**src/common/decode_pkg.sv**
```systemverilog
`default_nettype none

package decode_pkg;

    // --------------------------------------------------
    // widths and RV32 field positions
    // --------------------------------------------------
    localparam int XLEN       = 32;
    localparam int REG_ADDR_W = 5;
    localparam int NUM_REGS   = 32;   // architectural registers

    localparam int RD_LSB     = 7;
    localparam int FUNCT3_LSB = 12;
    localparam int RS1_LSB    = 15;
    localparam int RS2_LSB    = 20;

    typedef logic [XLEN-1:0]       word_t;
    typedef logic [REG_ADDR_W-1:0] reg_addr_t;
    typedef logic [3:0]            alu_op_t;
    typedef logic [1:0]            branch_type_t;
    typedef logic [2:0]            instr_fmt_t;

    // alu operation codes
    localparam alu_op_t ALU_ADD = 4'd0;
    localparam alu_op_t ALU_SUB = 4'd1;
    localparam alu_op_t ALU_AND = 4'd2;
    localparam alu_op_t ALU_OR  = 4'd3;
    localparam alu_op_t ALU_XOR = 4'd4;
    localparam alu_op_t ALU_SLL = 4'd5;
    localparam alu_op_t ALU_SRL = 4'd6;
    localparam alu_op_t ALU_SRA = 4'd7;
    localparam alu_op_t ALU_SLT = 4'd8;

    // branch kinds seen by the predictor in EX
    localparam branch_type_t BR_JAL  = 2'd0;
    localparam branch_type_t BR_JALR = 2'd1;
    localparam branch_type_t BR_BEQ  = 2'd2;
    localparam branch_type_t BR_BNE  = 2'd3;   // also the idle value

    localparam instr_fmt_t FMT_R     = 3'd0;
    localparam instr_fmt_t FMT_I     = 3'd1;
    localparam instr_fmt_t FMT_S     = 3'd2;
    localparam instr_fmt_t FMT_SB    = 3'd3;
    localparam instr_fmt_t FMT_UJ    = 3'd4;
    localparam instr_fmt_t FMT_UNDEF = 3'd5;

    // --------------------------------------------------
    // control bundles
    // --------------------------------------------------
    typedef struct packed {
        alu_op_t alu_op;
        logic    alu_src;   // 1 = immediate operand
    } ex_ctrl_t;

    typedef struct packed {
        logic mem_read;
        logic mem_write;
    } mem_ctrl_t;

    typedef struct packed {
        logic         is_branch;
        branch_type_t branch_type;
        word_t        pc;
        logic         prev_taken;
    } branch_info_t;

    typedef struct packed {
        reg_addr_t rs1;
        reg_addr_t rs2;
        reg_addr_t rd;
        word_t     imm;
        ex_ctrl_t  ex;
        mem_ctrl_t mem;
        logic      reg_write;
    } decoded_t;

    // addi x0, x0, 0 as seen by EX
    localparam ex_ctrl_t NOP_EX = '{alu_op: ALU_ADD, alu_src: 1'b1};

endpackage

`default_nettype wire

```
**src/decode/instr_decoder.sv**
```systemverilog
`timescale 1ns/1ps
`default_nettype none

module instr_decoder (
    input  decode_pkg::word_t        instr,
    input  decode_pkg::word_t        pc,
    input  logic                     prev_taken,
    output decode_pkg::decoded_t     dec,
    output decode_pkg::branch_info_t dec_branch
);

    decode_pkg::instr_fmt_t   fmt;
    decode_pkg::alu_op_t      alu_op;
    decode_pkg::branch_type_t br_type;
    decode_pkg::reg_addr_t    rs1_f;
    decode_pkg::reg_addr_t    rs2_f;
    decode_pkg::reg_addr_t    rd_f;
    logic [2:0]               funct3;

    assign rs1_f  = instr[decode_pkg::RS1_LSB +: decode_pkg::REG_ADDR_W];
    assign rs2_f  = instr[decode_pkg::RS2_LSB +: decode_pkg::REG_ADDR_W];
    assign rd_f   = instr[decode_pkg::RD_LSB +: decode_pkg::REG_ADDR_W];
    assign funct3 = instr[decode_pkg::FUNCT3_LSB +: 3];

    // --------------------------------------------------
    // format from opcode bits 6..2
    // --------------------------------------------------
    always_comb begin
        case (instr[6:5])
            2'b00:   fmt = decode_pkg::FMT_I;   // loads, op-imm
            2'b01:   fmt = instr[4] ? decode_pkg::FMT_R : decode_pkg::FMT_S;
            2'b10:   fmt = decode_pkg::FMT_UNDEF;
            default: begin
                case (instr[3:2])
                    2'b00:   fmt = decode_pkg::FMT_SB;
                    2'b01:   fmt = decode_pkg::FMT_I;    // jalr
                    default: fmt = decode_pkg::FMT_UJ;
                endcase
            end
        endcase
    end

    // register fields and immediate, unused fields forced to 0
    always_comb begin
        dec.rs1 = '0;
        dec.rs2 = '0;
        dec.rd  = '0;
        dec.imm = '0;
        case (fmt)
            decode_pkg::FMT_R: begin
                dec.rs1 = rs1_f;
                dec.rs2 = rs2_f;
                dec.rd  = rd_f;
            end
            decode_pkg::FMT_I: begin
                dec.rs1 = rs1_f;
                dec.rd  = rd_f;
                dec.imm = {{20{instr[31]}}, instr[31:20]};
            end
            decode_pkg::FMT_S: begin
                dec.rs1 = rs1_f;
                dec.rs2 = rs2_f;
                dec.imm = {{20{instr[31]}}, instr[31:25], instr[11:7]};
            end
            decode_pkg::FMT_SB: begin
                dec.rs1 = rs1_f;
                dec.rs2 = rs2_f;
                dec.imm = {{20{instr[31]}}, instr[7], instr[30:25], instr[11:8], 1'b0};
            end
            decode_pkg::FMT_UJ: begin
                dec.rd  = rd_f;
                dec.imm = {{12{instr[31]}}, instr[19:12], instr[20], instr[30:21], 1'b0};
            end
            default: ;   // undefined, all zero
        endcase
    end

    // --------------------------------------------------
    // alu operation
    // --------------------------------------------------
    always_comb begin
        alu_op = decode_pkg::ALU_ADD;
        if (!instr[3]) begin   // jal has no funct3
            case (funct3)
                3'b000: begin
                    if ((fmt == decode_pkg::FMT_R && instr[30]) || fmt == decode_pkg::FMT_SB)
                        alu_op = decode_pkg::ALU_SUB;   // sub, beq compare
                end
                3'b001:  alu_op = (fmt == decode_pkg::FMT_SB) ? decode_pkg::ALU_SUB
                                                              : decode_pkg::ALU_SLL;
                3'b010:  alu_op = (fmt == decode_pkg::FMT_R) ? decode_pkg::ALU_SLT
                                                             : decode_pkg::ALU_ADD;
                3'b100:  alu_op = decode_pkg::ALU_XOR;
                3'b101:  alu_op = instr[30] ? decode_pkg::ALU_SRA : decode_pkg::ALU_SRL;
                3'b110:  alu_op = decode_pkg::ALU_OR;
                3'b111:  alu_op = decode_pkg::ALU_AND;
                default: alu_op = decode_pkg::ALU_ADD;
            endcase
        end
    end

    // branch kind, only meaningful when is_branch
    always_comb begin
        br_type = decode_pkg::BR_BNE;
        if (instr[6:5] == 2'b11) begin
            case (instr[3:2])
                2'b00:   br_type = funct3[0] ? decode_pkg::BR_BNE : decode_pkg::BR_BEQ;
                2'b01:   br_type = decode_pkg::BR_JALR;
                2'b11:   br_type = decode_pkg::BR_JAL;
                default: br_type = decode_pkg::BR_BNE;
            endcase
        end
    end

    assign dec.ex.alu_op      = alu_op;
    assign dec.ex.alu_src     = !(fmt == decode_pkg::FMT_R || fmt == decode_pkg::FMT_SB);
    assign dec.mem.mem_read   = (instr[6:4] == 3'b000);   // loads
    assign dec.mem.mem_write  = (instr[6:4] == 3'b010);   // stores
    assign dec.reg_write      = !(fmt == decode_pkg::FMT_S || fmt == decode_pkg::FMT_SB);

    assign dec_branch.is_branch   = (instr[6:5] == 2'b11);
    assign dec_branch.branch_type = br_type;
    assign dec_branch.pc          = pc;
    assign dec_branch.prev_taken  = prev_taken;

endmodule

`default_nettype wire

```
**src/decode/register_file.sv**
```systemverilog
`timescale 1ns/1ps
`default_nettype none

module register_file (
    input  logic                  clk,
    input  logic                  rst_n,
    input  decode_pkg::reg_addr_t rs1,
    input  decode_pkg::reg_addr_t rs2,
    input  logic                  wb_en,
    input  decode_pkg::reg_addr_t wb_addr,
    input  decode_pkg::word_t     wb_data,
    input  logic                  memory_stall,
    output decode_pkg::word_t     rdata1,
    output decode_pkg::word_t     rdata2
);

    decode_pkg::word_t regs [decode_pkg::NUM_REGS];
    logic              wr;

    // x0 never written, so it stays 0 from reset
    assign wr = wb_en && (wb_addr != '0) && !memory_stall;

    always_ff @(posedge clk) begin
        if (!rst_n) begin
            for (int i = 0; i < decode_pkg::NUM_REGS; i++) begin
                regs[i] <= '0;
            end
        end else if (wr) begin
            regs[wb_addr] <= wb_data;
        end
    end

    // write-through so a same-cycle read sees the new word
    assign rdata1 = (wr && wb_addr == rs1) ? wb_data : regs[rs1];
    assign rdata2 = (wr && wb_addr == rs2) ? wb_data : regs[rs2];

endmodule

`default_nettype wire

```
**src/decode/id_ex_stage.sv**
```systemverilog
`timescale 1ns/1ps
`default_nettype none

module id_ex_stage (
    input  logic                     clk,
    input  logic                     rst_n,
    input  logic                     memory_stall,
    input  logic                     flush,
    input  decode_pkg::decoded_t     dec,
    input  decode_pkg::branch_info_t dec_branch,
    input  decode_pkg::word_t        rdata1,
    input  decode_pkg::word_t        rdata2,
    output decode_pkg::decoded_t     id_ex,
    output decode_pkg::word_t        data1,
    output decode_pkg::word_t        data2,
    output decode_pkg::branch_info_t branch,
    output logic                     pc_hold
);

    decode_pkg::decoded_t     nxt_dec;
    decode_pkg::branch_info_t nxt_branch;
    decode_pkg::word_t        nxt_data1;
    decode_pkg::word_t        nxt_data2;
    logic                     load_use;

    // --------------------------------------------------
    // load-use hazard detection
    // --------------------------------------------------
    // load now in EX targets a register the new instruction reads
    assign load_use = id_ex.mem.mem_read &&
                      (id_ex.rd == dec.rs1 || id_ex.rd == dec.rs2);

    assign pc_hold = load_use;   // fetch holds pc for one cycle

    // --------------------------------------------------
    // next state, flush before bubble
    // --------------------------------------------------
    always_comb begin
        nxt_dec    = dec;
        nxt_branch = dec_branch;
        nxt_data1  = rdata1;
        nxt_data2  = rdata2;
        if (flush) begin
            nxt_dec                = '0;
            nxt_dec.ex             = decode_pkg::NOP_EX;
            nxt_branch             = '0;
            nxt_branch.branch_type = decode_pkg::BR_BNE;
            nxt_data1              = '0;
            nxt_data2              = '0;
        end else if (load_use) begin
            // bubble: operands pass, controls killed
            nxt_dec.ex        = '0;
            nxt_dec.mem       = '0;
            nxt_dec.reg_write = 1'b0;
        end
    end

    // stage register, memory stall freezes everything
    always_ff @(posedge clk) begin
        if (!rst_n) begin
            id_ex  <= '0;
            data1  <= '0;
            data2  <= '0;
            branch <= '0;
        end else if (!memory_stall) begin
            id_ex  <= nxt_dec;
            data1  <= nxt_data1;
            data2  <= nxt_data2;
            branch <= nxt_branch;
        end
    end

endmodule

`default_nettype wire

```
**src/hdl/decode_stage.sv**
```systemverilog
`timescale 1ns/1ps
`default_nettype none

module decode_stage (
    input  logic                     clk,
    input  logic                     rst_n,
    input  decode_pkg::word_t        instr,
    input  decode_pkg::word_t        pc,
    input  logic                     prev_taken,
    input  logic                     memory_stall,
    input  logic                     flush,
    input  logic                     wb_en,        // from write-back stage
    input  decode_pkg::reg_addr_t    wb_addr,
    input  decode_pkg::word_t        wb_data,
    output decode_pkg::decoded_t     id_ex,
    output decode_pkg::word_t        data1,
    output decode_pkg::word_t        data2,
    output decode_pkg::branch_info_t branch,
    output logic                     pc_hold
);

    decode_pkg::decoded_t     dec;
    decode_pkg::branch_info_t dec_branch;
    decode_pkg::word_t        rdata1;
    decode_pkg::word_t        rdata2;

    instr_decoder u_decoder (
        .instr      (instr),
        .pc         (pc),
        .prev_taken (prev_taken),
        .dec        (dec),
        .dec_branch (dec_branch)
    );

    register_file u_regfile (
        .clk          (clk),
        .rst_n        (rst_n),
        .rs1          (dec.rs1),
        .rs2          (dec.rs2),
        .wb_en        (wb_en),
        .wb_addr      (wb_addr),
        .wb_data      (wb_data),
        .memory_stall (memory_stall),
        .rdata1       (rdata1),
        .rdata2       (rdata2)
    );

    id_ex_stage u_id_ex (
        .clk          (clk),
        .rst_n        (rst_n),
        .memory_stall (memory_stall),
        .flush        (flush),
        .dec          (dec),
        .dec_branch   (dec_branch),
        .rdata1       (rdata1),
        .rdata2       (rdata2),
        .id_ex        (id_ex),
        .data1        (data1),
        .data2        (data2),
        .branch       (branch),
        .pc_hold      (pc_hold)
    );

endmodule

`default_nettype wire

```
**config.mk**
```make
export PLATFORM = sky130hd
export DESIGN_NAME = decode_stage
export DESIGN_NICKNAME = d
export VERILOG_FILES = /design/src/common/decode_pkg.sv /design/src/decode/instr_decoder.sv /design/src/decode/register_file.sv /design/src/decode/id_ex_stage.sv /design/src/hdl/decode_stage.sv
export SDC_FILE = /design/constraint.sdc
export NUM_CORES = 2
export LEC_CHECK = 0
export BUFFER_PORTS_ARGS = -buffer_cell sky130_fd_sc_hd__buf_2
export CAP_MARGIN = 20
export CORE_MARGIN = 2
export CORE_UTILIZATION = 50
export CTS_CLUSTER_DIAMETER = 80
export DETAILED_ROUTE_END_ITERATION = 6
export PLACE_DENSITY = 0.76
export SETUP_SLACK_MARGIN = 0.02
export SLEW_MARGIN = 20
export SYNTH_ARGS = -nofsm -noshare
export SYNTH_HDL_FRONTEND = slang
export SYNTH_HIERARCHICAL = 1
export SYNTH_SLANG_ARGS = --single-unit
```
**constraint.sdc**
```tcl
create_clock -name clk -period 6.5 [get_ports clk]
set_input_delay 1.3 -clock clk [delete_from_list [all_inputs] [get_ports clk]]
set_output_delay 1.3 -clock clk [all_outputs]
set_load 0.03 [all_outputs]
```
==> reports/results.txt <==
ys flop type - edfxtp_1
maximum clock path buffer count - 3
hold wc startpoint - u_id_ex/id_ex[4]$_SDFFE_PN0N_
clk sink count - 1179
Yosys reg bits - 1179
sequential share of power - 0.493
Buf/Inv on CP - 2
Vias per Instance - 6.78
TNS Setup - 0 ps
switch share - 0.250
FF-to-FF setup slack - 4230 ps
postcts setup bufs - 0
mapped cell area - 60700 µm²
die area - 124000 µm²
H-tree levels - 3
CP Capture Type - primary output
std cell rows - 127
DR vias - 40000
hpwl dp - 116000 µm
final slew viol count - 0
CP cell instances - buf_2 > or2_1 > a21oi_1 > and2_4 > xnor2_1 > nand4_1 > o22ai_2 > buf_2
Top-Level Pins - 263
clock tree from TritonCTS - done
top-count cell post-synth - edfxtp_1
crit path DAT - 3780 ps
GPL Wtd Cong - 0.871
Synth top area share - 0.507
max_slew headroom - 0.165
Initial DRC Count - 6633
Total GRT Usage - 0.302
Post-synth top cells - edfxtp_1 (1024), and2_1 (1014), mux4_2 (511)
crit path max fanout - 21
synth unique cells - 65
reg2reg end - u_id_ex/data1[6]$_SDFFE_PN0N_
Max-Cap Viols - 0
Syn-to-layout area delta - 11.0%
FMAX - 0.197 GHz
area of the core - 120000 µm²
YS warnings - 6
GR peak layer - met2
met1 usage - 0.399
buffers added on ports - 260
worst-margin pin slew - 1250 ps
Max Clock Skew - 23.4 ps
ratio of final minimum period to clock period - 0.781
Tmin final - 5080 ps
Die W - 352 µm
maximum vdd drop - 0.262 mV
clock root cell - clkbuf_16
Cells after Synth - 4105
critical path's slowest cell - and2_4
Reg clk slew, reported paths - 60 ps
Starting Density - 0.505
post-layout util - 0.561
Top cell by count, worst path - buf_2
proportion of layout cells with a drive suffix above 1 - 0.294
post_cts resized - 0
ANT nets after route - 0
drt drc - 0
Vert. Die Dim - 352 µm
Hold WS - 483 ps
Startpoint Class - primary input
first-pass GRT wire length - 271000 µm
Clock Latency Late Sink - 740 ps
pin count of the biggest net entering global routing - 136
Avg WL per Cell - 32.4 µm
status - complete, no violations
post-layout net count - 4282
pwr/cell area - 265 nW/µm²
RSZ-0062 raised after global routing - no
Sw Pwr - 0.00447 W
Setup Crit Path Kind - in -> out
fillers - 9268
global route overflow - 0
M3 GR Usage - 0.105
Final Hold Viols - 0
vias in the first global route - 39300
worst r2r path cells - 6
DR pass1 iterations - 6
Worst R2R Start - u_regfile/regs[20][6]$_SDFFCE_PN0P_
initial antenna violation count - 23
register area share after synthesis - 0.558
end of the worst hold path - u_id_ex/id_ex[4]$_SDFFE_PN0N_
leak pwr - 23.0 nW
slowest cell delay on critical path - 580 ps
HP Class - reg -> reg
hold path depth - 2
total routed wirelength - 191000 µm
total CTS buffers - 119
Setup violations, final - 0
EDFF count, synth - 1024
cell internal pwr - 0.0134 W
async set-reset flop share out of synthesis - 0
hold buffer count at CTS - 0
cell taking the most area after synthesis - edfxtp_1
synth top area cells - edfxtp_1 (51%), mux4_2 (19%), and2_1 (10%)
Global Route met2 Usage - 0.447
combinational group share of total power - 0.124
Worst path top cell family by delay - simple AND/OR/NAND/NOR gates
syn_area_per_cell - 14.8 µm²
Clk pwr share - 0.383
Worst Path Required - 5200 ps
[stage by stage]
stage / total power (W) / area [µm²] / setup WS [ps] / instances
2_1_floorplan: 0.0104 / 60800 / 1510 / 4136
3_3_place_gp: 0.0110 / 63400 / 1420 / 5664
3_5_place_dp: 0.0111 / 63400 / 1340 / 5665
4_1_cts: 0.0179 / 67300 / 1420 / 5889
5_1_grt: 0.0183 / 67300 / 1230 / 5895
6_report: 0.0179 / 67400 / 1420 / 5902
[per-layer routing]
layer | share of wire | vias to the layer above
met5 | 0.00079 | -
met4 | 0.054 | 18
met3 | 0.15 | 624
met2 | 0.44 | 3425
met1 | 0.35 | 20100
li1 | - | 15900
[worst reg2reg max path: stages (launching register included)]
cell and delay [ps]:
edfxtp_1 350, mux4_2 240, o22ai_1 120, nor4_1 980, mux2_4 300, a22oi_1 60
nor2b_1 150
[placed cells by master, fill, tap and decap left out, drive strengths merged, types with 12 or more instances in the layout]
| master | synthesis | final |
|---|---|---|
| edfxtp | 1024 | 1024 |
| and2 | 1014 | 1014 |
| mux4 | 511 | 511 |
| buf | 210 | 407 |
| o22ai | 254 | 254 |
| clkbuf | 280 | 161 |
| dfxtp | 155 | 155 |
| nor2b | 146 | 146 |
| a22oi | 145 | 145 |
| mux2 | 67 | 67 |
| nor4 | 63 | 63 |
| clkinv | 0 | 50 |
| o21ai | 48 | 48 |
| nor2 | 43 | 43 |
| conb | 1 | 32 |
| nand3 | 19 | 19 |
| nand2 | 13 | 13 |
| diode | 0 | 12 |
| nand3b | 12 | 12 |
| xnor2 | 12 | 12 |
[state kept, by name, indices dropped and copies added, names as in the netlist]
signal,cells
u_id_ex/id_ex,55
u_regfile/regs,1024
u_id_ex/data1,32
u_id_ex/data2,32
u_id_ex/branch,36
[power by group through the flow]
stage | Sequential [W] | Clock (W) | Combinational (W)
final | 0.00881 | 0.00685 | 0.00221
after global placement | 0.00891 | 0 | 0.00213
after floorplan | 0.00899 | 0 | 0.00139
after detailed placement | 0.00896 | 0 | 0.00215
after CTS | 0.00880 | 0.00690 | 0.00217
after global routing | 0.00885 | 0.00718 | 0.00229
[cell families (layout without fill, tap and decap cells)]
family	count (synthesis)	after routing	synth area share
simple gates	1350	1350	0.139
flops	1179	1179	0.558
mux	579	579	0.206
buf+inv	496	638	0.0419
compound gates	480	480	0.0527
xor+xnor	20	20	0.00289
other cells	1	44	0.0000618
[worst max path at each step]
stage                    start                                   to  slack, ps  cells past startpoint
global placement      instr[3]       u_id_ex/data2[14]$_SDFFE_PN0N_       1420                     11
floorplan           wb_addr[0]  u_regfile/regs[25][0]$_SDFFCE_PN0P_       1510                      5
CTS                   instr[3]                              pc_hold       1420                      8
detailed placement    instr[3]       u_id_ex/data2[14]$_SDFFE_PN0N_       1340                     11
finish                instr[3]                              pc_hold       1420                      8
global route          instr[3]                              pc_hold       1230                      8
[area by class of cell]
type                    count  area, µm²  share of cell area
repair buffers            408       2740              0.0406
clock buffers             160       3320              0.0492
inverters                   6       23.8            0.000353
diodes                     12       30.0            0.000446
multi-input cells        2461      24800               0.369
clock inverters            64        559             0.00830
flip-flops and latches   1179      33900               0.503
well taps                1612       2020              0.0299
(Power assumes the default switching activity.)
